`config.mk`:
```
export PLATFORM = sky130hd
export DESIGN_NAME = controller
export DESIGN_NICKNAME = d
export VERILOG_FILES = /design/src/ctrlPkg.sv /design/src/stageReg.sv /design/src/decodeStage.sv /design/src/executeStage.sv /design/src/memWbStage.sv /design/src/hazardUnit.sv /design/src/controller.sv
export VERILOG_INCLUDE_DIRS = /design/src
export SDC_FILE = /design/constraint.sdc
export NUM_CORES = 1
export LEC_CHECK = 0
export CORE_ASPECT_RATIO = 0.8
export CORE_MARGIN = 5
export CORE_UTILIZATION = 65
export CTS_CLUSTER_SIZE = 30
export DETAILED_ROUTE_END_ITERATION = 16
export DONT_BUFFER_PORTS = 1
export GPL_ROUTABILITY_DRIVEN = 0
export PLACE_DENSITY = 0.81
export SLEW_MARGIN = 25
export SYNTH_ARGS = -nofsm -noshare
export SYNTH_HDL_FRONTEND = slang
export SYNTH_SLANG_ARGS = --single-unit
```
`constraint.sdc`:
```
create_clock -name clk -period 4.85 [get_ports clk]
set_input_delay 0.97 -clock clk [delete_from_list [all_inputs] [get_ports clk]]
set_output_delay 0.97 -clock clk [all_outputs]
set_load 0.02 [all_outputs]
```
`src/ctrlDefines.svh`:
```
// Control unit constants
`ifndef CTRL_DEFINES_SVH
`define CTRL_DEFINES_SVH

`define CTRL_XLEN        32             // Instruction width
`define CTRL_REGW        5              // Register index width

// Feature enables
`define CTRL_M_EN        1              // Multiply and divide
`define CTRL_ZICSR_EN    1              // CSR and privileged instructions
`define CTRL_ZIFENCEI_EN 1              // Instruction fence

// Field positions
`define CTRL_RD_LSB      7
`define CTRL_F3_LSB      12
`define CTRL_RS1_LSB     15
`define CTRL_RS2_LSB     20
`define CTRL_F7_LSB      25

//////////////////////////////
// Opcodes
`define OP_LOAD          7'b0000011
`define OP_FENCE         7'b0001111
`define OP_IMM           7'b0010011
`define OP_AUIPC         7'b0010111
`define OP_STORE         7'b0100011
`define OP_REG           7'b0110011
`define OP_LUI           7'b0110111
`define OP_BRANCH        7'b1100011
`define OP_JALR          7'b1100111
`define OP_JAL           7'b1101111
`define OP_SYSTEM        7'b1110011

// Funct7 values
`define CTRL_F7_ZERO     7'b0000000     // Most R-type ops
`define CTRL_F7_ALT      7'b0100000     // sub and sra
`define CTRL_F7_MULDIV   7'b0000001     // M extension
`define CTRL_F7_SFENCE   7'b0001001     // sfence.vma

`endif

```
`src/ctrlPkg.sv`:
```
// Pipeline control types
`include "ctrlDefines.svh"

package ctrlPkg;

  typedef enum logic [2:0] {
    IMM_I = 3'b000,                     // Loads, ALU immediates, jalr
    IMM_S = 3'b001,                     // Stores
    IMM_B = 3'b010,                     // Branches
    IMM_J = 3'b011,                     // jal
    IMM_U = 3'b100                      // lui and auipc
  } immSrcT;

  typedef enum logic [1:0] {
    RES_ALU  = 2'b00,
    RES_LOAD = 2'b01,
    RES_CSR  = 2'b10,
    RES_MDU  = 2'b11
  } resultSrcT;

  typedef enum logic [1:0] {
    FWD_NONE = 2'b00,                   // Register file value
    FWD_WB   = 2'b01,                   // Writeback result
    FWD_MEM  = 2'b10                    // Memory stage ALU result
  } fwdSelT;

  typedef struct packed {
    logic read;                         // Bit 1
    logic write;                        // Bit 0
  } memRwT;

  //////////////////////////////
  // Stage payloads
  typedef struct packed {
    logic                  regWrite;
    resultSrcT             resultSrc;
    memRwT                 memRw;
    logic                  jump;
    logic                  branch;
    logic                  aluSrcA;       // PC as operand A
    logic                  aluSrcB;       // Immediate as operand B
    logic                  aluResultSrc;  // Pass operand B through
    logic [2:0]            aluSelect;     // ALU output mux
    logic                  subArith;      // Invert B or arithmetic shift
    logic                  csrRead;
    logic                  csrWrite;
    logic                  privileged;
    logic                  fence;         // fence.i or sfence.vma
    logic                  mdu;           // Multiply or divide
    logic [2:0]            funct3;
    logic [6:0]            funct7;
    logic [`CTRL_REGW-1:0] rs1;
    logic [`CTRL_REGW-1:0] rs2;
    logic [`CTRL_REGW-1:0] rd;
    logic                  valid;
  } exCtrlT;

  typedef struct packed {
    logic                  regWrite;
    resultSrcT             resultSrc;
    memRwT                 memRw;
    logic                  csrRead;
    logic                  csrWrite;
    logic                  privileged;
    logic [2:0]            funct3;
    logic                  fence;
    logic                  intDiv;        // Divide result arrives late
    logic [`CTRL_REGW-1:0] rd;
    logic                  valid;
  } memCtrlT;

  typedef struct packed {
    logic                  regWrite;
    resultSrcT             resultSrc;
    logic                  intDiv;
    logic [`CTRL_REGW-1:0] rd;
  } wbCtrlT;

endpackage

```
`src/stageReg.sv`:
```
// Pipeline control register
`timescale 1ns/1ps

module stageReg #(
  parameter type payloadT = logic       // Struct or bit held by the stage
) (
  input  logic    clk,
  input  logic    arstN,
  input  logic    flush,                // Has priority over en
  input  logic    en,                   // Inverse of the stage stall
  input  payloadT d,
  output payloadT q
);

  always_ff @(posedge clk or negedge arstN) begin
    if (!arstN) begin
      q <= '0;                          // Empty stage
    end else if (flush) begin
      q <= '0;                          // Bubble
    end else if (en) begin
      q <= d;
    end
  end

  // A cleared stage holds known zeros into the next cycle
  assert property (@(posedge clk) (!arstN || flush) |=> !$isunknown(q))
    else $error("stageReg: unknown contents after reset or flush");

endmodule

```
`src/decodeStage.sv`:
```
// Instruction decoder
`timescale 1ns/1ps
`include "ctrlDefines.svh"

module decodeStage (
  input  logic [`CTRL_XLEN-1:0]  instr,
  input  logic                   stall,
  input  logic                   flush,
  input  logic                   clk,
  input  logic                   arstN,
  output ctrlPkg::immSrcT        immSrc,
  output logic                   illegal,    // Unsupported encoding
  output logic                   jump,
  output logic                   branch,
  output logic [`CTRL_REGW-1:0]  rs1,
  output logic [`CTRL_REGW-1:0]  rs2,
  output ctrlPkg::memRwT         memRw,
  output ctrlPkg::exCtrlT        exCtrl,     // Controls handed to Execute
  output logic                   validD
);

  localparam int CW = 18;                    // Main decoder word width

  logic [6:0]            op;
  logic [2:0]            funct3;
  logic [6:0]            funct7;
  logic [`CTRL_REGW-1:0] rd;
  logic                  f7Zero, f7Alt;
  logic                  iFunct, rFunct, mFunct, lFunct, sFunct, bFunct;
  logic                  jrFunct, fenceFunct, pFunct, csrFunct;
  logic [CW-1:0]         ctrlWord;
  logic [2:0]            immBits;
  logic [1:0]            resultBits;
  logic                  regWriteD, aluSrcAD, aluSrcBD, aluOpD, aluResultSrcD;
  logic                  csrReadD, csrWriteD, privilegedD, mduD, fenceD;
  logic                  subD, sraD, sltD, sltuD, subArithD;

  assign op     = instr[6:0];
  assign funct3 = instr[`CTRL_F3_LSB +: 3];
  assign funct7 = instr[`CTRL_F7_LSB +: 7];
  assign rd     = instr[`CTRL_RD_LSB +: `CTRL_REGW];
  assign rs1    = instr[`CTRL_RS1_LSB +: `CTRL_REGW];
  assign rs2    = instr[`CTRL_RS2_LSB +: `CTRL_REGW];

  //////////////////////////////
  // Exact legality of funct fields
  assign f7Zero     = (funct7 == `CTRL_F7_ZERO);
  assign f7Alt      = (funct7 == `CTRL_F7_ALT);
  assign iFunct     = ((funct3 != 3'b001) & (funct3 != 3'b101)) |      // No shift
                      (funct3 == 3'b001 & f7Zero) | (funct3 == 3'b101 & (f7Zero | f7Alt));
  assign rFunct     = f7Zero | ((funct3 == 3'b000 | funct3 == 3'b101) & f7Alt);
  assign mFunct     = (`CTRL_M_EN != 0) & (funct7 == `CTRL_F7_MULDIV);
  assign lFunct     = (funct3 != 3'b011) & (funct3[2:1] != 2'b11);   // lb lh lw lbu lhu
  assign sFunct     = (funct3 == 3'b000) | (funct3 == 3'b001) | (funct3 == 3'b010);
  assign bFunct     = (funct3[2:1] != 2'b01);
  assign jrFunct    = (funct3 == 3'b000);
  assign fenceFunct = (funct3 == 3'b000) | ((`CTRL_ZIFENCEI_EN != 0) & funct3 == 3'b001);
  assign pFunct     = (funct3 == 3'b000) & (rd == '0);               // ecall ebreak xret wfi sfence
  assign csrFunct   = (funct3[1:0] != 2'b00);

  // Main decoder
  // regWrite_imm_srcA_srcB_memRw_result_branch_aluOp_jump_aluRes_csrRd_priv_mdu_illegal
  always_comb begin
    ctrlWord = 18'b0_000_0_0_00_00_0_0_0_0_0_0_0_1;                   // Illegal unless matched
    case (op)
      `OP_LOAD:   if (lFunct)     ctrlWord = 18'b1_000_0_1_10_01_0_0_0_0_0_0_0_0;
      `OP_FENCE:  if (fenceFunct) ctrlWord = 18'b0_000_0_0_00_00_0_0_0_0_0_0_0_0;
      `OP_IMM:    if (iFunct)     ctrlWord = 18'b1_000_0_1_00_00_0_1_0_0_0_0_0_0;
      `OP_AUIPC:                  ctrlWord = 18'b1_100_1_1_00_00_0_0_0_0_0_0_0_0;
      `OP_STORE:  if (sFunct)     ctrlWord = 18'b0_001_0_1_01_00_0_0_0_0_0_0_0_0;
      `OP_REG:    if (rFunct)     ctrlWord = 18'b1_000_0_0_00_00_0_1_0_0_0_0_0_0;
                  else if (mFunct) ctrlWord = 18'b1_000_0_0_00_11_0_0_0_0_0_0_1_0;
      `OP_LUI:                    ctrlWord = 18'b1_100_0_1_00_00_0_0_0_1_0_0_0_0;
      `OP_BRANCH: if (bFunct)     ctrlWord = 18'b0_010_1_1_00_00_1_0_0_0_0_0_0_0;
      `OP_JALR:   if (jrFunct)    ctrlWord = 18'b1_000_0_1_00_00_0_0_1_1_0_0_0_0;
      `OP_JAL:                    ctrlWord = 18'b1_011_1_1_00_00_0_0_1_1_0_0_0_0;
      `OP_SYSTEM: if (`CTRL_ZICSR_EN != 0) begin
                    if (pFunct)        ctrlWord = 18'b0_000_0_0_00_00_0_0_0_0_0_1_0_0;
                    else if (csrFunct) ctrlWord = 18'b1_000_0_0_00_10_0_0_0_0_1_0_0_0;
                  end
      default: ;
    endcase
  end

  assign {regWriteD, immBits, aluSrcAD, aluSrcBD, memRw, resultBits, branch, aluOpD,
          jump, aluResultSrcD, csrReadD, privilegedD, mduD, illegal} = ctrlWord;
  assign immSrc = ctrlPkg::immSrcT'(immBits);

  // Set and clear with a zero source leave the CSR alone
  assign csrWriteD = csrReadD & ~(funct3[1] & (rs1 == '0));
  assign fenceD    = ~illegal & (((op == `OP_FENCE) & (funct3 == 3'b001)) |
                                 (privilegedD & (funct7 == `CTRL_F7_SFENCE)));

  assign subD      = (funct3 == 3'b000) & funct7[5] & op[5];          // op[5] keeps addi out
  assign sraD      = (funct3 == 3'b101) & funct7[5];
  assign sltD      = (funct3 == 3'b010);
  assign sltuD     = (funct3 == 3'b011);
  assign subArithD = aluOpD & (subD | sraD | sltD | sltuD);

  stageReg #(.payloadT(logic)) validReg (
    .clk, .arstN, .flush, .en(~stall), .d(1'b1), .q(validD)
  );

  assign exCtrl = '{
    regWrite: regWriteD, resultSrc: ctrlPkg::resultSrcT'(resultBits), memRw: memRw,
    jump: jump, branch: branch, aluSrcA: aluSrcAD, aluSrcB: aluSrcBD,
    aluResultSrc: aluResultSrcD, aluSelect: (aluOpD ? funct3 : 3'b000),  // add for addresses
    subArith: subArithD, csrRead: csrReadD, csrWrite: csrWriteD,
    privileged: privilegedD, fence: fenceD, mdu: mduD,
    funct3: funct3, funct7: funct7, rs1: rs1, rs2: rs2, rd: rd, valid: validD
  };

  // Nothing illegal may write state further down the pipe
  assert property (@(posedge clk) disable iff (!arstN)
    illegal |-> !exCtrl.regWrite && !exCtrl.csrWrite && exCtrl.memRw == '0)
    else $error("decodeStage: illegal instruction carries write controls");

endmodule

```
`src/executeStage.sv`:
```
// Execute stage control
`timescale 1ns/1ps

module executeStage (
  input  logic              clk,
  input  logic              arstN,
  input  logic              stall,
  input  logic              flush,
  input  ctrlPkg::exCtrlT   exCtrlD,
  input  logic [1:0]        flags,          // {eq, lt}
  output ctrlPkg::exCtrlT   exCtrlE,
  output logic              pcSrc,          // Redirect fetch
  output logic              branchSigned,
  output logic              mduActive,
  output ctrlPkg::memCtrlT  memCtrl         // Payload for Memory
);

  logic eq, lt;
  logic branchFlag;
  logic taken;
  logic intDiv;

  stageReg #(.payloadT(ctrlPkg::exCtrlT)) ctrlRegE (
    .clk, .arstN, .flush, .en(~stall), .d(exCtrlD), .q(exCtrlE)
  );

  //////////////////////////////
  // Branch resolution
  assign {eq, lt}     = flags;
  assign branchFlag   = exCtrlE.funct3[2] ? lt : eq;            // blt/bge family use lt
  assign taken        = branchFlag ^ exCtrlE.funct3[0];         // bne bge bgeu invert
  assign pcSrc        = exCtrlE.jump | (exCtrlE.branch & taken);
  assign branchSigned = exCtrlE.branch & (exCtrlE.funct3[2:1] != 2'b11);  // Not bltu/bgeu

  assign mduActive    = (exCtrlE.resultSrc == ctrlPkg::RES_MDU);
  assign intDiv       = exCtrlE.mdu & exCtrlE.funct3[2];        // div divu rem remu

  assign memCtrl = '{
    regWrite: exCtrlE.regWrite, resultSrc: exCtrlE.resultSrc, memRw: exCtrlE.memRw,
    csrRead: exCtrlE.csrRead, csrWrite: exCtrlE.csrWrite, privileged: exCtrlE.privileged,
    funct3: exCtrlE.funct3, fence: exCtrlE.fence, intDiv: intDiv,
    rd: exCtrlE.rd, valid: exCtrlE.valid
  };

  // Redirect only comes from a control-transfer instruction in Execute
  assert property (@(posedge clk) disable iff (!arstN)
    $rose(pcSrc) |-> exCtrlE.jump || exCtrlE.branch)
    else $error("executeStage: redirect without jump or branch");

endmodule

```
`src/memWbStage.sv`:
```
// Memory and Writeback control
`timescale 1ns/1ps

module memWbStage (
  input  logic              clk,
  input  logic              arstN,
  input  logic              stallM,
  input  logic              flushM,
  input  logic              stallW,
  input  logic              flushW,
  input  ctrlPkg::memCtrlT  memCtrlE,
  output ctrlPkg::memCtrlT  memCtrl,
  output ctrlPkg::wbCtrlT   wbCtrl,
  output logic              csrWriteFence,     // Flush the front end
  output logic              invalidateICache   // fence.i in Memory
);

  ctrlPkg::wbCtrlT wbNext;

  stageReg #(.payloadT(ctrlPkg::memCtrlT)) ctrlRegM (
    .clk, .arstN, .flush(flushM), .en(~stallM), .d(memCtrlE), .q(memCtrl)
  );

  // Writeback keeps only what the register file needs
  assign wbNext = '{
    regWrite: memCtrl.regWrite, resultSrc: memCtrl.resultSrc,
    intDiv: memCtrl.intDiv, rd: memCtrl.rd
  };

  stageReg #(.payloadT(ctrlPkg::wbCtrlT)) ctrlRegW (
    .clk, .arstN, .flush(flushW), .en(~stallW), .d(wbNext), .q(wbCtrl)
  );

  assign csrWriteFence    = memCtrl.csrWrite | memCtrl.fence;
  assign invalidateICache = memCtrl.fence & ~memCtrl.privileged;  // sfence.vma is privileged

endmodule

```
`src/hazardUnit.sv`:
```
// Forwarding and stall detection
`timescale 1ns/1ps
`include "ctrlDefines.svh"

module hazardUnit (
  input  logic                   clk,          // Assertion sampling only
  input  logic [`CTRL_REGW-1:0]  rs1D,
  input  logic [`CTRL_REGW-1:0]  rs2D,
  input  ctrlPkg::memRwT         memRwD,
  input  ctrlPkg::exCtrlT        exCtrlE,
  input  logic [`CTRL_REGW-1:0]  rdM,
  input  logic                   regWriteM,
  input  logic [`CTRL_REGW-1:0]  rdW,
  input  logic                   regWriteW,
  output ctrlPkg::fwdSelT        forwardA,
  output ctrlPkg::fwdSelT        forwardB,
  output logic                   loadStall,    // Load-use
  output logic                   storeStall,   // Load behind a store
  output logic                   structuralStall
);

  logic matchDE;
  logic csrRdStall, mduStall;

  // Youngest producer wins and x0 never forwards
  function automatic ctrlPkg::fwdSelT pickFwd(input logic [`CTRL_REGW-1:0] src);
    ctrlPkg::fwdSelT sel;
    sel = ctrlPkg::FWD_NONE;
    if (src != '0) begin
      if (regWriteM && (src == rdM)) sel = ctrlPkg::FWD_MEM;
      else if (regWriteW && (src == rdW)) sel = ctrlPkg::FWD_WB;
    end
    return sel;
  endfunction

  always_comb begin
    forwardA = pickFwd(exCtrlE.rs1);
    forwardB = pickFwd(exCtrlE.rs2);
  end

  //////////////////////////////
  // Results that cannot bypass in time
  assign matchDE    = ((rs1D == exCtrlE.rd) | (rs2D == exCtrlE.rd)) & (exCtrlE.rd != '0);
  assign loadStall  = exCtrlE.memRw.read & matchDE;
  assign storeStall = memRwD.read & exCtrlE.memRw.write;
  assign csrRdStall = exCtrlE.csrRead & matchDE;
  assign mduStall   = exCtrlE.mdu & matchDE;       // Multiply and divide take several cycles
  assign structuralStall = loadStall | storeStall | csrRdStall | mduStall;

  assert property (@(posedge clk) forwardA != 2'b11 && forwardB != 2'b11)
    else $error("hazardUnit: reserved forward select");

endmodule

```
`src/controller.sv`:
```
// Pipeline control unit
`timescale 1ns/1ps
`include "ctrlDefines.svh"

module controller (
  input  logic                   clk,
  input  logic                   arstN,
  // Decode
  input  logic [`CTRL_XLEN-1:0]  InstrD,
  input  logic                   StallD, FlushD,
  output ctrlPkg::immSrcT        ImmSrcD,
  output logic                   IllegalBaseInstrD,
  output logic                   JumpD, BranchD,
  output logic [`CTRL_REGW-1:0]  Rs1D, Rs2D,
  output logic                   LoadStallD, StoreStallD, StructuralStallD,
  // Execute
  input  logic                   StallE, FlushE,
  input  logic [1:0]             FlagsE,          // {eq, lt}
  output logic                   PCSrcE,
  output logic                   BranchSignedE,
  output logic                   MDUActiveE,
  output ctrlPkg::fwdSelT        ForwardAE, ForwardBE,
  // Memory
  input  logic                   StallM, FlushM,
  output ctrlPkg::memRwT         MemRWM,
  output logic                   CSRReadM, CSRWriteM, PrivilegedM,
  output logic [2:0]             Funct3M,
  output logic                   InvalidateICacheM,
  output logic                   InstrValidM,
  output logic                   CSRWriteFenceM,
  output logic [`CTRL_REGW-1:0]  RdM,
  // Writeback
  input  logic                   StallW, FlushW,
  output logic                   RegWriteW,
  output ctrlPkg::resultSrcT     ResultSrcW,
  output logic                   IntDivW,
  output logic [`CTRL_REGW-1:0]  RdW
);

  ctrlPkg::memRwT   memRwD;
  ctrlPkg::exCtrlT  exCtrlD, exCtrlE;
  ctrlPkg::memCtrlT memCtrlE, memCtrlM;
  ctrlPkg::wbCtrlT  wbCtrlW;

  decodeStage u_decode (
    .instr(InstrD), .stall(StallD), .flush(FlushD), .clk, .arstN,
    .immSrc(ImmSrcD), .illegal(IllegalBaseInstrD), .jump(JumpD), .branch(BranchD),
    .rs1(Rs1D), .rs2(Rs2D), .memRw(memRwD), .exCtrl(exCtrlD), .validD()
  );

  executeStage u_execute (
    .clk, .arstN, .stall(StallE), .flush(FlushE), .exCtrlD(exCtrlD), .flags(FlagsE),
    .exCtrlE(exCtrlE), .pcSrc(PCSrcE), .branchSigned(BranchSignedE),
    .mduActive(MDUActiveE), .memCtrl(memCtrlE)
  );

  memWbStage u_memWb (
    .clk, .arstN, .stallM(StallM), .flushM(FlushM), .stallW(StallW), .flushW(FlushW),
    .memCtrlE(memCtrlE), .memCtrl(memCtrlM), .wbCtrl(wbCtrlW),
    .csrWriteFence(CSRWriteFenceM), .invalidateICache(InvalidateICacheM)
  );

  hazardUnit u_hazard (
    .clk, .rs1D(Rs1D), .rs2D(Rs2D), .memRwD(memRwD), .exCtrlE(exCtrlE),
    .rdM(memCtrlM.rd), .regWriteM(memCtrlM.regWrite),
    .rdW(wbCtrlW.rd), .regWriteW(wbCtrlW.regWrite),
    .forwardA(ForwardAE), .forwardB(ForwardBE),
    .loadStall(LoadStallD), .storeStall(StoreStallD), .structuralStall(StructuralStallD)
  );

  //////////////////////////////
  // Stage fields out to the datapath
  assign MemRWM      = memCtrlM.memRw;
  assign CSRReadM    = memCtrlM.csrRead;
  assign CSRWriteM   = memCtrlM.csrWrite;
  assign PrivilegedM = memCtrlM.privileged;
  assign Funct3M     = memCtrlM.funct3;
  assign InstrValidM = memCtrlM.valid;
  assign RdM         = memCtrlM.rd;
  assign RegWriteW   = wbCtrlW.regWrite;
  assign ResultSrcW  = wbCtrlW.resultSrc;
  assign IntDivW     = wbCtrlW.intDiv;
  assign RdW         = wbCtrlW.rd;

endmodule

```
# Word-level counts from Yosys, hierarchy flattened
# Index checks and enable logic that the tools add are counted.
# Widths: inputs -> output; s select.
[totals]
register_bits = 60
latchBits = 0
ramBits = 0
mem_bits_ro = 0
word_cells = 152
memories = 0
[classes]
add_sub_neg = 0
n_mul = 0
n_div = 0
magnitude_cmp = 0
eq_ne = 35
shift = 0
mux = 27
n_bitwise = 45
reduce_logical = 12
[op_table]
columns = ["op", "n"]
rows = [
  ["$pmux 18 s11", 1],
  ["$mux 18", 7],
  ["$mux 45", 2],
  ["$mux 19", 2],
  ["$eq 5x5->1", 6],
  ["$eq 7x6->1 const B", 4],
  ["$eq 7x7->1 const B", 4],
  ["$and 1x1->1", 24],
  ["$mux 9", 2],
  ["$or 1x1->1", 17],
  ["$mux 16", 1],
  ["$mux 15", 1],
  ["$reduce_bool 5->1", 3],
  ["$eq 7x4->1 const B", 2],
  ["$eq 7x5->1 const B", 2],
  ["$logic_not 5->1", 2],
  ["$ne 2x1->1 const B", 5],
  ["$mux 2", 4],
  ["$eq 7x1->1 const B", 1],
  ["$eq 7x2->1 const B", 1],
  ["$logic_not 7->1", 1],
  ["$eq 3x2->1 const B", 2],
  ["$mux 1", 6],
  ["$logic_and 1x1->1", 4],
  ["12 further kinds", 15],
]

# Depth between registers and ports, before layout
# Gate-level depths: netlist of run 1.
[logic_depth]
depth_word = 11
ltp_mapped = 6
ltp_nobuf = 5

# By module
# From an unflattened synthesis of run 1, not the netlist that was laid out.
[hier_totals]
hier_cells = 464
hier_area_um2 = 4645.7
[modules_own_cells]
columns = ["mod", "instances", "cells_per_inst", "area_per_inst_um2"]
rows = [
  ["stageReg at u_execute.ctrlRegE", 1, 145, 1860.5],
  ["decodeStage", 1, 137, 965.9],
  ["stageReg at u_memWb.ctrlRegM", 1, 61, 778.2],
  ["hazardUnit", 1, 59, 424.2],
  ["stageReg at u_memWb.ctrlRegW", 1, 29, 364.1],
  ["executeStage", 1, 26, 193.9],
  ["stageReg at u_decode.validReg", 1, 3, 38.8],
  ["memWbStage", 1, 4, 20.0],
]

# Worst setup path after synthesis of run 1
# No wires, ideal clock.
[synth_path]
kind = "input port to output port"
startpoint = "input port InstrD[14]"
endpoint = "output port IllegalBaseInstrD"
arrival_time_ns = 2.121
t_required_ns = 3.880
slack_ns = 1.759
cell_stages = 6
n_path_buf = 1
cell_sequence = "clkbuf_1 nand2b_1 nand3_1 a41o_1 a222oi_1 nand3_1"
[synth_via]
elab_chain_cells = 6
elab_cells_between_ends = 30
[synth_lines]
columns = ["item", "line_no", "rtl"]
rows = [
  ["start: declaration", "controller.sv:9", "input logic [`CTRL_XLEN-1:0] InstrD,"],
  ["$eq 3x3->1, or another cell as far along", "decodeStage.sv:50, decodeStage.sv:51", ""],
  ["$or 1x1->1, or another cell as far along", "decodeStage.sv:51", "assign rFunct = f7Zero | ((funct3 == 3'b000 | funct3 == 3'b101) & f7Alt);"],
  ["$and 1x1->1 / $or 1x1->1 (equally long branches)", "decodeStage.sv:51, decodeStage.sv:49", ""],
  ["$or 1x1->1 (on tied branches)", "decodeStage.sv:51, decodeStage.sv:50", ""],
  ["$mux 18 (on tied branches)", "decodeStage.sv:71, decodeStage.sv:68", ""],
  ["$pmux 18 s11 *", "decodeStage.sv:65", "case (op)"],
  ["end: declaration", "controller.sv:12", "output logic IllegalBaseInstrD,"],
]
# Every way passes the cells marked *; elsewhere a longest branch is shown, timed or not.

# Worst setup path after layout of run 1
[layout_path]
startpoint = "input port InstrD[17]"
endpoint = "output port StructuralStallD"
[layout_via]
elab_chain_cells = 7
elab_cells_between_ends = 9
[layout_lines]
columns = ["item", "line_no", "rtl"]
rows = [
  ["$eq 5x5->1 *", "hazardUnit.sv:43", "assign matchDE = ((rs1D == exCtrlE.rd) | (rs2D == exCtrlE.rd)) & (exCtrlE.rd != '0);"],
  ["$or 1x1->1 *", "hazardUnit.sv:43", ""],
  ["$and 1x1->1 *", "hazardUnit.sv:43", ""],
  ["$and 1x1->1", "hazardUnit.sv:44", "assign loadStall = exCtrlE.memRw.read & matchDE;"],
  ["$or 1x1->1 (2 in series)", "hazardUnit.sv:48", "assign structuralStall = loadStall | storeStall | csrRdStall | mduStall;"],
  ["$or 1x1->1 *", "hazardUnit.sv:48", ""],
  ["end: declaration", "controller.sv:15", "output logic LoadStallD, StoreStallD, StructuralStallD,"],
]
# Marked as above.

==> results of run 1 <==
## per-layer routing
metal,part of all wire,up-vias,track usage,routed length (um)
met5,0,-,0,0
met4,0.010,0,0.0765,81
met1,0.45,1259,0.353,3640
met3,0.11,10,0.106,896
met2,0.43,109,0.323,3420
li1,-,1194,-,-
## layout by cell type, fill, tap and decap left out, types with 2 or more instances in the layout
| cell type | netlist | final |
|---|---|---|
| nor4_1 | 7 | 7 |
| nand4_1 | 3 | 3 |
| and3_1 | 4 | 4 |
| inv_1 | 5 | 5 |
| o32ai_1 | 2 | 2 |
| xor2_1 | 17 | 17 |
| nand2_2 | 2 | 2 |
| nor2_1 | 66 | 66 |
| mux2i_1 | 49 | 49 |
| o31ai_1 | 4 | 4 |
| or4_1 | 2 | 2 |
| xnor2_1 | 14 | 14 |
| nor2b_1 | 10 | 10 |
| a21oi_1 | 7 | 7 |
| nand3_1 | 9 | 9 |
| nand2b_1 | 3 | 3 |
| nand2_1 | 18 | 18 |
| bufinv_16 | 0 | 3 |
| o21ai_0 | 5 | 5 |
| dfrtp_1 | 60 | 60 |
| clkbuf_8 | 0 | 11 |
| nand4b_1 | 2 | 2 |
| a21boi_0 | 2 | 2 |
| and2_1 | 2 | 2 |
| nor3_1 | 14 | 14 |
| a31oi_1 | 2 | 2 |
## metrics by stage
step,setup WS (ns),hold slack (ns)
final,1.63,0.319
after global routing,1.42,0.290
after CTS,1.63,0.306
after detailed placement,1.63,0.503
after global placement,1.69,0.501
after floorplan,1.76,0.449
## sequential cells by signal, indices dropped and copies added, names as in the netlist
register and flops:
u_decode.validReg.q 1, u_execute.ctrlRegE.q 31, u_memWb.ctrlRegM.q 19, u_memWb.ctrlRegW.q 9
## cell type report
cell class,instances,area [um^2],share of cell area
multi-input combinational,262,1710,0.481
sequential,60,1500,0.422
clock buffer,12,155,0.0436
clock inverter,4,95.1,0.0267
tap,62,77.6,0.0218
inverter,5,18.8,0.00527
## critical path: stages
cell,delay (ns)
xor2_1,0.14
nor3_1,0.28
a31oi_1,0.20
o31ai_1,0.66
## report_power, final
part | internal (W) | total, W | leakage (nW) | switching (W)
Clock | 0.000369 | 0.000566 | 0.127 | 0.000197
Sequential | 0.000514 | 0.000539 | 0.821 | 0.0000255
Combinational | 0.0000434 | 0.0000760 | 0.768 | 0.0000326
Total | 0.000926 | 0.00118 | 1.71 | 0.000255
## cells by family after synthesis
kind of cell | count (synthesis) | synth area share
mux | 49 | 0.142
xor+xnor | 31 | 0.0788
flops | 60 | 0.436
simple gates | 151 | 0.214
compound gates | 31 | 0.0617
buf+inv | 41 | 0.0675
## worst max path at each step
stage	cells after the start	from	to	slack [ns]
after global routing	5	InstrD[26]	IllegalBaseInstrD	1.42
after global placement	5	InstrD[26]	IllegalBaseInstrD	1.69
after floorplan	6	InstrD[14]	IllegalBaseInstrD	1.76
after CTS	5	InstrD[26]	IllegalBaseInstrD	1.63
final	4	InstrD[17]	StructuralStallD	1.63
after detailed placement	5	InstrD[26]	IllegalBaseInstrD	1.63
==> reports/qor.csv, run 1 <==
metric;value;unit
syn_area_per_cell;9.50;um^2
drt-pass1-iter-count;5;
cts_root_buf;clkbuf_8;
post_cts_buffers;0;
syn_nets;407;
slew-limit-headroom;0.329;
fillers;388;
cp.required;3.88;ns
hpwl;5830;um
min_period;3.22;ns
port_buffers;0;
viasPerCell;6.35;
reg2reg_to;u_execute.ctrlRegE.q[44];
cts.path.max_buffers;2;
worst_r2r_path_depth;3;
antennaDiodeCount;0;
final_cell_area;3560;um^2
slew_viol_final;0;
tightest_slew;0.998;ns
crit_type;input port to output port;
ctsHoldBuffers;0;
wl;8030;um
clkTransAtPathRegs;0.07;ns
yosys.area.top_type;dfrtp_1;
grt_pass1_vias;2383;
drt_iter0_markers;216;
yosysTopAreaCellShare;0.436;
place_inst;389;
hp-class;input port to asynchronous set/reset pin;
synth_ff_type;dfrtp_1;
coreArea;5060;um^2
cp-end-kind;output port;
async_flop_share;1.00;
synth_common_cells;66 x nor2_1, 60 x dfrtp_1, 49 x mux2i_1;
rows;23;
fp.dieW;91.4;um
clock_sinks;60;
route.detailed.drc;0;
grt_setup_unrepaired;no;
vias;2572;
fin_util;0.703;
wl_per_cell;19.8;um
reg2reg_from;u_execute.ctrlRegE.q[44];
worstPathArrival;2.25;ns
grt-ovfl-total;0;
hold_viol;0;
synth-edff-count;0;
start_util;0.681;
cts_resized;0;
die_h;75.1;um
ys_ff_latch;60;
layout-drive-gt1-share;0.0641;
cts_made_buffers;9;
dieArea;6870;um^2
ys_seq_area_frac;0.436;
power_density;332;nW/um^2
outcome;complete, no violations;
areaGrowthSynthToFinish;3.30;%
antenna_left;0;
synth_cell_types;46;
p_total;0.00118;W
path_max_fanout;4;
yosysMostFrequentCell;nor2_1;
clk_latency;0.34;ns
period_share;0.665;
grt_pass1_wl;12800;um
drv_cap;0;
leakage;1.71;nW
dpl_cell_area;3310;um^2
antenna_found_initial;0;
syn_area;3450;um^2
finalNonFillerCells;405;
critPathLaunchType;input port;
synth_warnings;0;
syn_inst;363;
irDropWorstVdd;0.249;mV
fmax;310;MHz
skew;0.00466;ns
grt_max_degree;61;
finalNetCount;382;
finalSetupViolations;0;
grt_use_total;0.242;
ios;95;
cts_tree;built;
r2r_setup_slack;3.85;ns
netlist_top_cells_area;dfrtp_1 44%, mux2i_1 14%, nor2_1 7.2%;
timing.setup.tns;0;ns
htree_levels;3;
No activity file was read; power rests on OpenSTA's default activity.
==> run 2: changes to the inputs <==
--- a/config.mk
+++ b/config.mk
@@ -8,12 +8,12 @@
 export LEC_CHECK = 0
 export CORE_ASPECT_RATIO = 0.8
 export CORE_MARGIN = 5
-export CORE_UTILIZATION = 65
+export CORE_UTILIZATION = 64
 export CTS_CLUSTER_SIZE = 30
 export DETAILED_ROUTE_END_ITERATION = 16
 export DONT_BUFFER_PORTS = 1
 export GPL_ROUTABILITY_DRIVEN = 0
-export PLACE_DENSITY = 0.81
+export PLACE_DENSITY = 0.8
 export SLEW_MARGIN = 25
 export SYNTH_ARGS = -nofsm -noshare
 export SYNTH_HDL_FRONTEND = slang
==> constraint.sdc (replaced) <==
create_clock -name clk -period 3 [get_ports clk]
set_input_delay 0.6 -clock clk [delete_from_list [all_inputs] [get_ports clk]]
set_output_delay 0.6 -clock clk [all_outputs]
set_load 0.02 [all_outputs]
==> run 2 against run 1 <==
Against the previous run:
- critical path depth is 1 higher
- combinational power grew 86%
- clock power grew 45%
- wire length rose by 2.6%
- non-clock buffer count up 6
- power grew 55%
- clock-buffer cell count decreased by 1
- via count is 4.4% higher
- sequential power is 62% higher
- clock skew is 0.00085 ns higher
- utilization hardly changed
- hold slack got worse by 0.21 ns
- critical path type is now flop to output port
- critical endpoint is now ForwardBE[1]
- largest power group is now registers
==> reports/qor.csv, run 2 (synthesized netlist as in run 1, its figures left out) <==
metric;value;unit
antenna_found_initial;0;
wl_per_cell;20.1;um
timing.setup.tns;0;ns
layout-drive-gt1-share;0.0805;
cts_resized;0;
rows;23;
layout_commonest_cell;nor2_1;
drt_iter0_markers;228;
ios;95;
fillers;406;
cp.required;2.40;ns
drv_cap;0;
antenna_left;0;
tightest_slew;0.777;ns
cp-end-kind;output port;
vias;2686;
clk_latency;0.35;ns
die_h;75.6;um
p_int;0.00141;W
wl;8240;um
cts_made_buffers;9;
swShare;0.229;
leakage;1.74;nW
largest_register_ffs;31;
route.detailed.drc;0;
p_sw;0.000419;W
drt-pass1-iter-count;6;
pwr-share-seq;0.476;
slew_viol_final;0;
power_frac_comb;0.077;
cts.path.max_buffers;2;
cts_tree;built;
port_buffers;0;
finalSetupViolations;0;
top_register;u_execute.ctrlRegE.q;
power_density;508;nW/um^2
htree_levels;3;
skew;0.00551;ns
grt_use_total;0.250;
min_period;2.64;ns
hp-class;input port to asynchronous set/reset pin;
grt_pass1_vias;2488;
clkTransAtPathRegs;0.07;ns
slew-limit-headroom;0.478;
finalNetCount;388;
pre_cts_ws;0.485;ns
p_clk_frac;0.447;
viasPerCell;6.55;
worstPathArrival;2.04;ns
hold_viol;0;
fp.dieW;92.1;um
cts_root_buf;clkbuf_8;
start_util;0.673;
fmax;378;MHz
critPathLaunchType;flop;
crit_type;flop to output port;
holdWs;0.111;ns
coreArea;5120;um^2
outcome;complete, no violations;
grt_max_degree;61;
path_max_fanout;5;
post_cts_buffers;0;
irDropWorstVdd;0.369;mV
dieArea;6960;um^2
grt_pass1_wl;13200;um
clock_sinks;60;
antennaDiodeCount;0;
layout_common_cells;66 x nor2_1, 60 x dfrtp_1, 49 x mux2i_1;
grt_setup_unrepaired;no;
grt-ovfl-total;0;
areaGrowthSynthToFinish;4.43;%
reg_top3;u_execute.ctrlRegE.q (31), u_memWb.ctrlRegM.q (19), u_memWb.ctrlRegW.q (9);
period_share;0.881;
hpwl;5980;um
fin_ws;0.357;ns
ctsHoldBuffers;1;
[run 2: critical path, cell delays in order (launching register included)]
cell and delay, ns:
dfrtp_1 0.52, xor2_1 0.20, nor4_1 0.27, and3_1 0.21, a21boi_0 0.29, buf_4 0.21
[run 2: metrics by stage]
stage               utilization  instance area [um^2]  instances  total power [W]
finish                    0.703                  3600        410          0.00183
CTS                       0.703                  3600        410          0.00184
floorplan                     -                  3450        363          0.00104
global route              0.703                  3600        410          0.00190
detailed placement        0.654                  3350        394          0.00101
global placement          0.654                  3350        394          0.00100
[run 2: final cells by class]
| class | count | area [um^2] | area share |
|---|---|---|---|
| Inverter | 5 | 18.8 | 0.00521 |
| Clock buffer | 11 | 151 | 0.0421 |
| Multi-Input combinational cell | 262 | 1710 | 0.476 |
| Sequential cell | 60 | 1500 | 0.417 |
| Tap cell | 62 | 77.6 | 0.0216 |
| Clock inverter | 4 | 72.6 | 0.0202 |
| Timing Repair Buffer | 6 | 65.1 | 0.0181 |
[run 2: final timing paths]
kind,from,to,slack (ns),cells after the start
max in group asynchronous,arstN,u_execute.ctrlRegE.q[23],2.64,1
min in group clk,FlushW,u_memWb.ctrlRegW.q[6],0.31,1
setup / recovery,u_memWb.ctrlRegM.q[3],ForwardBE[1],0.36,5
hold / removal,arstN,u_memWb.ctrlRegM.q[12],0.11,1
setup reg to reg,u_execute.ctrlRegE.q[44],u_execute.ctrlRegE.q[44],2.02,3
hold reg to reg,u_decode.validReg.q,u_decode.validReg.q,0.52,2
[run 2: metal layers]
| layer | part of all wire | track usage |
|---|---|---|
| met1 | 0.44 | 0.350 |
| met2 | 0.43 | 0.358 |
| met3 | 0.11 | 0.116 |
| met4 | 0.013 | 0.0577 |
| met5 | 0 | 0 |
[run 2: power by group through the flow]
| stage | combinational (W) | sequential [W] | clock (W) |
|---|---|---|---|
| after CTS | 0.000142 | 0.000871 | 0.000825 |
| after detailed placement | 0.000121 | 0.000886 | 0 |
| after global routing | 0.000157 | 0.000874 | 0.000870 |
| final | 0.000141 | 0.000871 | 0.000818 |
| after floorplan | 0.000168 | 0.000868 | 0 |
| after global placement | 0.000117 | 0.000884 | 0 |
==> run 3: changes to the inputs <==
--- a/config.mk
+++ b/config.mk
@@ -13,6 +13,7 @@
 export DETAILED_ROUTE_END_ITERATION = 16
 export DONT_BUFFER_PORTS = 1
 export GPL_ROUTABILITY_DRIVEN = 0
+export GPL_TIMING_DRIVEN = 1
 export PLACE_DENSITY = 0.8
 export SLEW_MARGIN = 25
 export SYNTH_ARGS = -nofsm -noshare
==> constraint.sdc (replaced) <==
create_clock -name clk -period 3 [get_ports clk]
set_input_delay 0.45 -clock clk [delete_from_list [all_inputs] [get_ports clk]]
set_output_delay 0.45 -clock clk [all_outputs]
set_load 0.02 [all_outputs]
==> run 3 against run 2 <==
Against the previous run:
- clock skew grew 0.0036 ns
- largest power group unchanged
- cell count grew 0.24%
- critical endpoint is now LoadStallD
- via count shrank 5.1%
- final area is 0.10% higher
- flip-flop and latch count did not move
- first-iteration DRC count grew 2.6%
- non-clock buffer count unchanged
- setup slack gained 0.15 ns
==> reports/qor.csv, run 3 (synthesized netlist as in run 1, its figures left out) <==
metric;value;unit
drv_cap;0;
slew_viol_final;0;
r2r_setup_slack;2.01;ns
critPathLaunchType;flop;
crit_type;flop to output port;
drt-pass1-iter-count;4;
period_share;0.831;
layout-drive-gt1-share;0.0802;
cts_tree;built;
rows;23;
cp-end-kind;output port;
timing.setup.tns;0;ns
wl;8080;um
place_inst;393;
viasPerCell;6.20;
power_density;503;nW/um^2
fin_util;0.703;
path_max_fanout;5;
clock_sinks;60;
cts_made_buffers;9;
crit_path_end;LoadStallD;
worst_r2r_path_depth;3;
reg_top3;u_execute.ctrlRegE.q (31), u_memWb.ctrlRegM.q (19), u_memWb.ctrlRegW.q (9);
grt-ovfl-total;0;
fp.dieW;92.1;um
leakage;1.73;nW
fin_ws;0.506;ns
grt_pass1_wl;12700;um
irDropWorstVdd;0.438;mV
fillers;371;
vias;2549;
port_buffers;0;
cp.required;2.55;ns
die_h;75.6;um
clk_latency;0.34;ns
start_util;0.673;
coreArea;5120;um^2
largest_register_ffs;31;
cts_root_buf;clkbuf_8;
areaGrowthSynthToFinish;4.54;%
layout_commonest_cell;nor2_1;
hold_viol;0;
wl_per_cell;19.7;um
route.detailed.drc;0;
htree_levels;3;
slew-limit-headroom;0.457;
skew;0.00911;ns
outcome;complete, no violations;
cts.path.max_buffers;2;
grt_pass1_vias;2443;
grt_setup_unrepaired;no;
clkTransAtPathRegs;0.08;ns
fmax;401;MHz
min_period;2.49;ns
grt_use_total;0.241;
reg2reg_to;u_execute.ctrlRegE.q[44];
finalSetupViolations;0;
antenna_found_initial;0;
layout_common_cells;66 x nor2_1, 60 x dfrtp_1, 49 x mux2i_1;
cts_resized;0;
top_register;u_execute.ctrlRegE.q;
ios;95;
drt_iter0_markers;234;
holdWs;0.158;ns
hpwl;6030;um
antenna_left;0;
tightest_slew;0.808;ns
hp-class;input port to flop;
finalNetCount;388;
pre_cts_ws;0.817;ns
dieArea;6960;um^2
antennaDiodeCount;0;
grt_max_degree;61;
finalNonFillerCells;411;
worstPathArrival;2.04;ns
startpoint;u_execute.ctrlRegE.q[1];
reg2reg_from;u_execute.ctrlRegE.q[44];
-- run 3: cell count changes in the layout (fill, tap and decap cells not counted) --
| cell | previous run | this run |
|---|---|---|
| clkbuf_8 | 11 | 9 |
| clkinv_4 | 0 | 3 |
| clkinv_2 | 1 | 0 |
| dlygate4sd3_1 | 0 | 1 |
| clkinvlp_4 | 1 | 2 |
| buf_4 | 5 | 4 |
-- run 3: repair_timing --
item                      4_1_cts  5_1_grt
hold buffers                    2        0
hold endpoints to repair       60        0
buffers inserted                0        0
-- run 3: layout make-up --
cell class	count	area [um^2]	area share
clock buffer	9	124	0.0344
tap	62	77.6	0.0215
clock inverter	7	101	0.0281
inverter	5	18.8	0.00521
multi-input combinational	262	1710	0.475
sequential	60	1500	0.417
timing repair buffer	6	67.6	0.0187
-- run 3: critical path, cell delays in order, from the launching register on --
cell     delay (ns)
dfrtp_1        0.45
xnor2_1        0.18
nand3_1        0.10
nor3_1         0.23
a31oi_1        0.10
nor3b_1        0.65
-- run 3: per-layer routing --
layer | vias to the layer above | GRT usage | routed length (um)
met5 | - | 0 | 0
met1 | 1222 | 0.325 | 3620
met3 | 10 | 0.103 | 818
met4 | 0 | 0.0890 | 72
met2 | 113 | 0.350 | 3570
li1 | 1204 | - | -
-- run 3: worst min path at each step --
stage                 from  cells after the start                      to  slack (ns)
finish              FlushM                      1  u_memWb.ctrlRegM.q[12]        0.16
global route        FlushM                      1   u_memWb.ctrlRegM.q[7]        0.13
CTS                 FlushM                      1  u_memWb.ctrlRegM.q[12]        0.14
detailed placement   arstN                      0  u_memWb.ctrlRegM.q[12]        0.16
global placement     arstN                      0  u_memWb.ctrlRegM.q[12]        0.16
floorplan            arstN                      0     u_decode.validReg.q        0.15
-- run 3: stage by stage --
stage               power [W]  cell area, um^2
global route          0.00189             3600
detailed placement    0.00101             3340
global placement      0.00100             3340
floorplan             0.00104             3450
CTS                   0.00183             3600
finish                0.00181             3600
-- run 3: report_power, final --
group / switching [W] / leakage (nW) / internal (W)
Clock: 0.000330 / 0.106 / 0.000471
Combinational: 0.0000676 / 0.806 / 0.0000750
Sequential: 0.0000412 / 0.821 / 0.000830
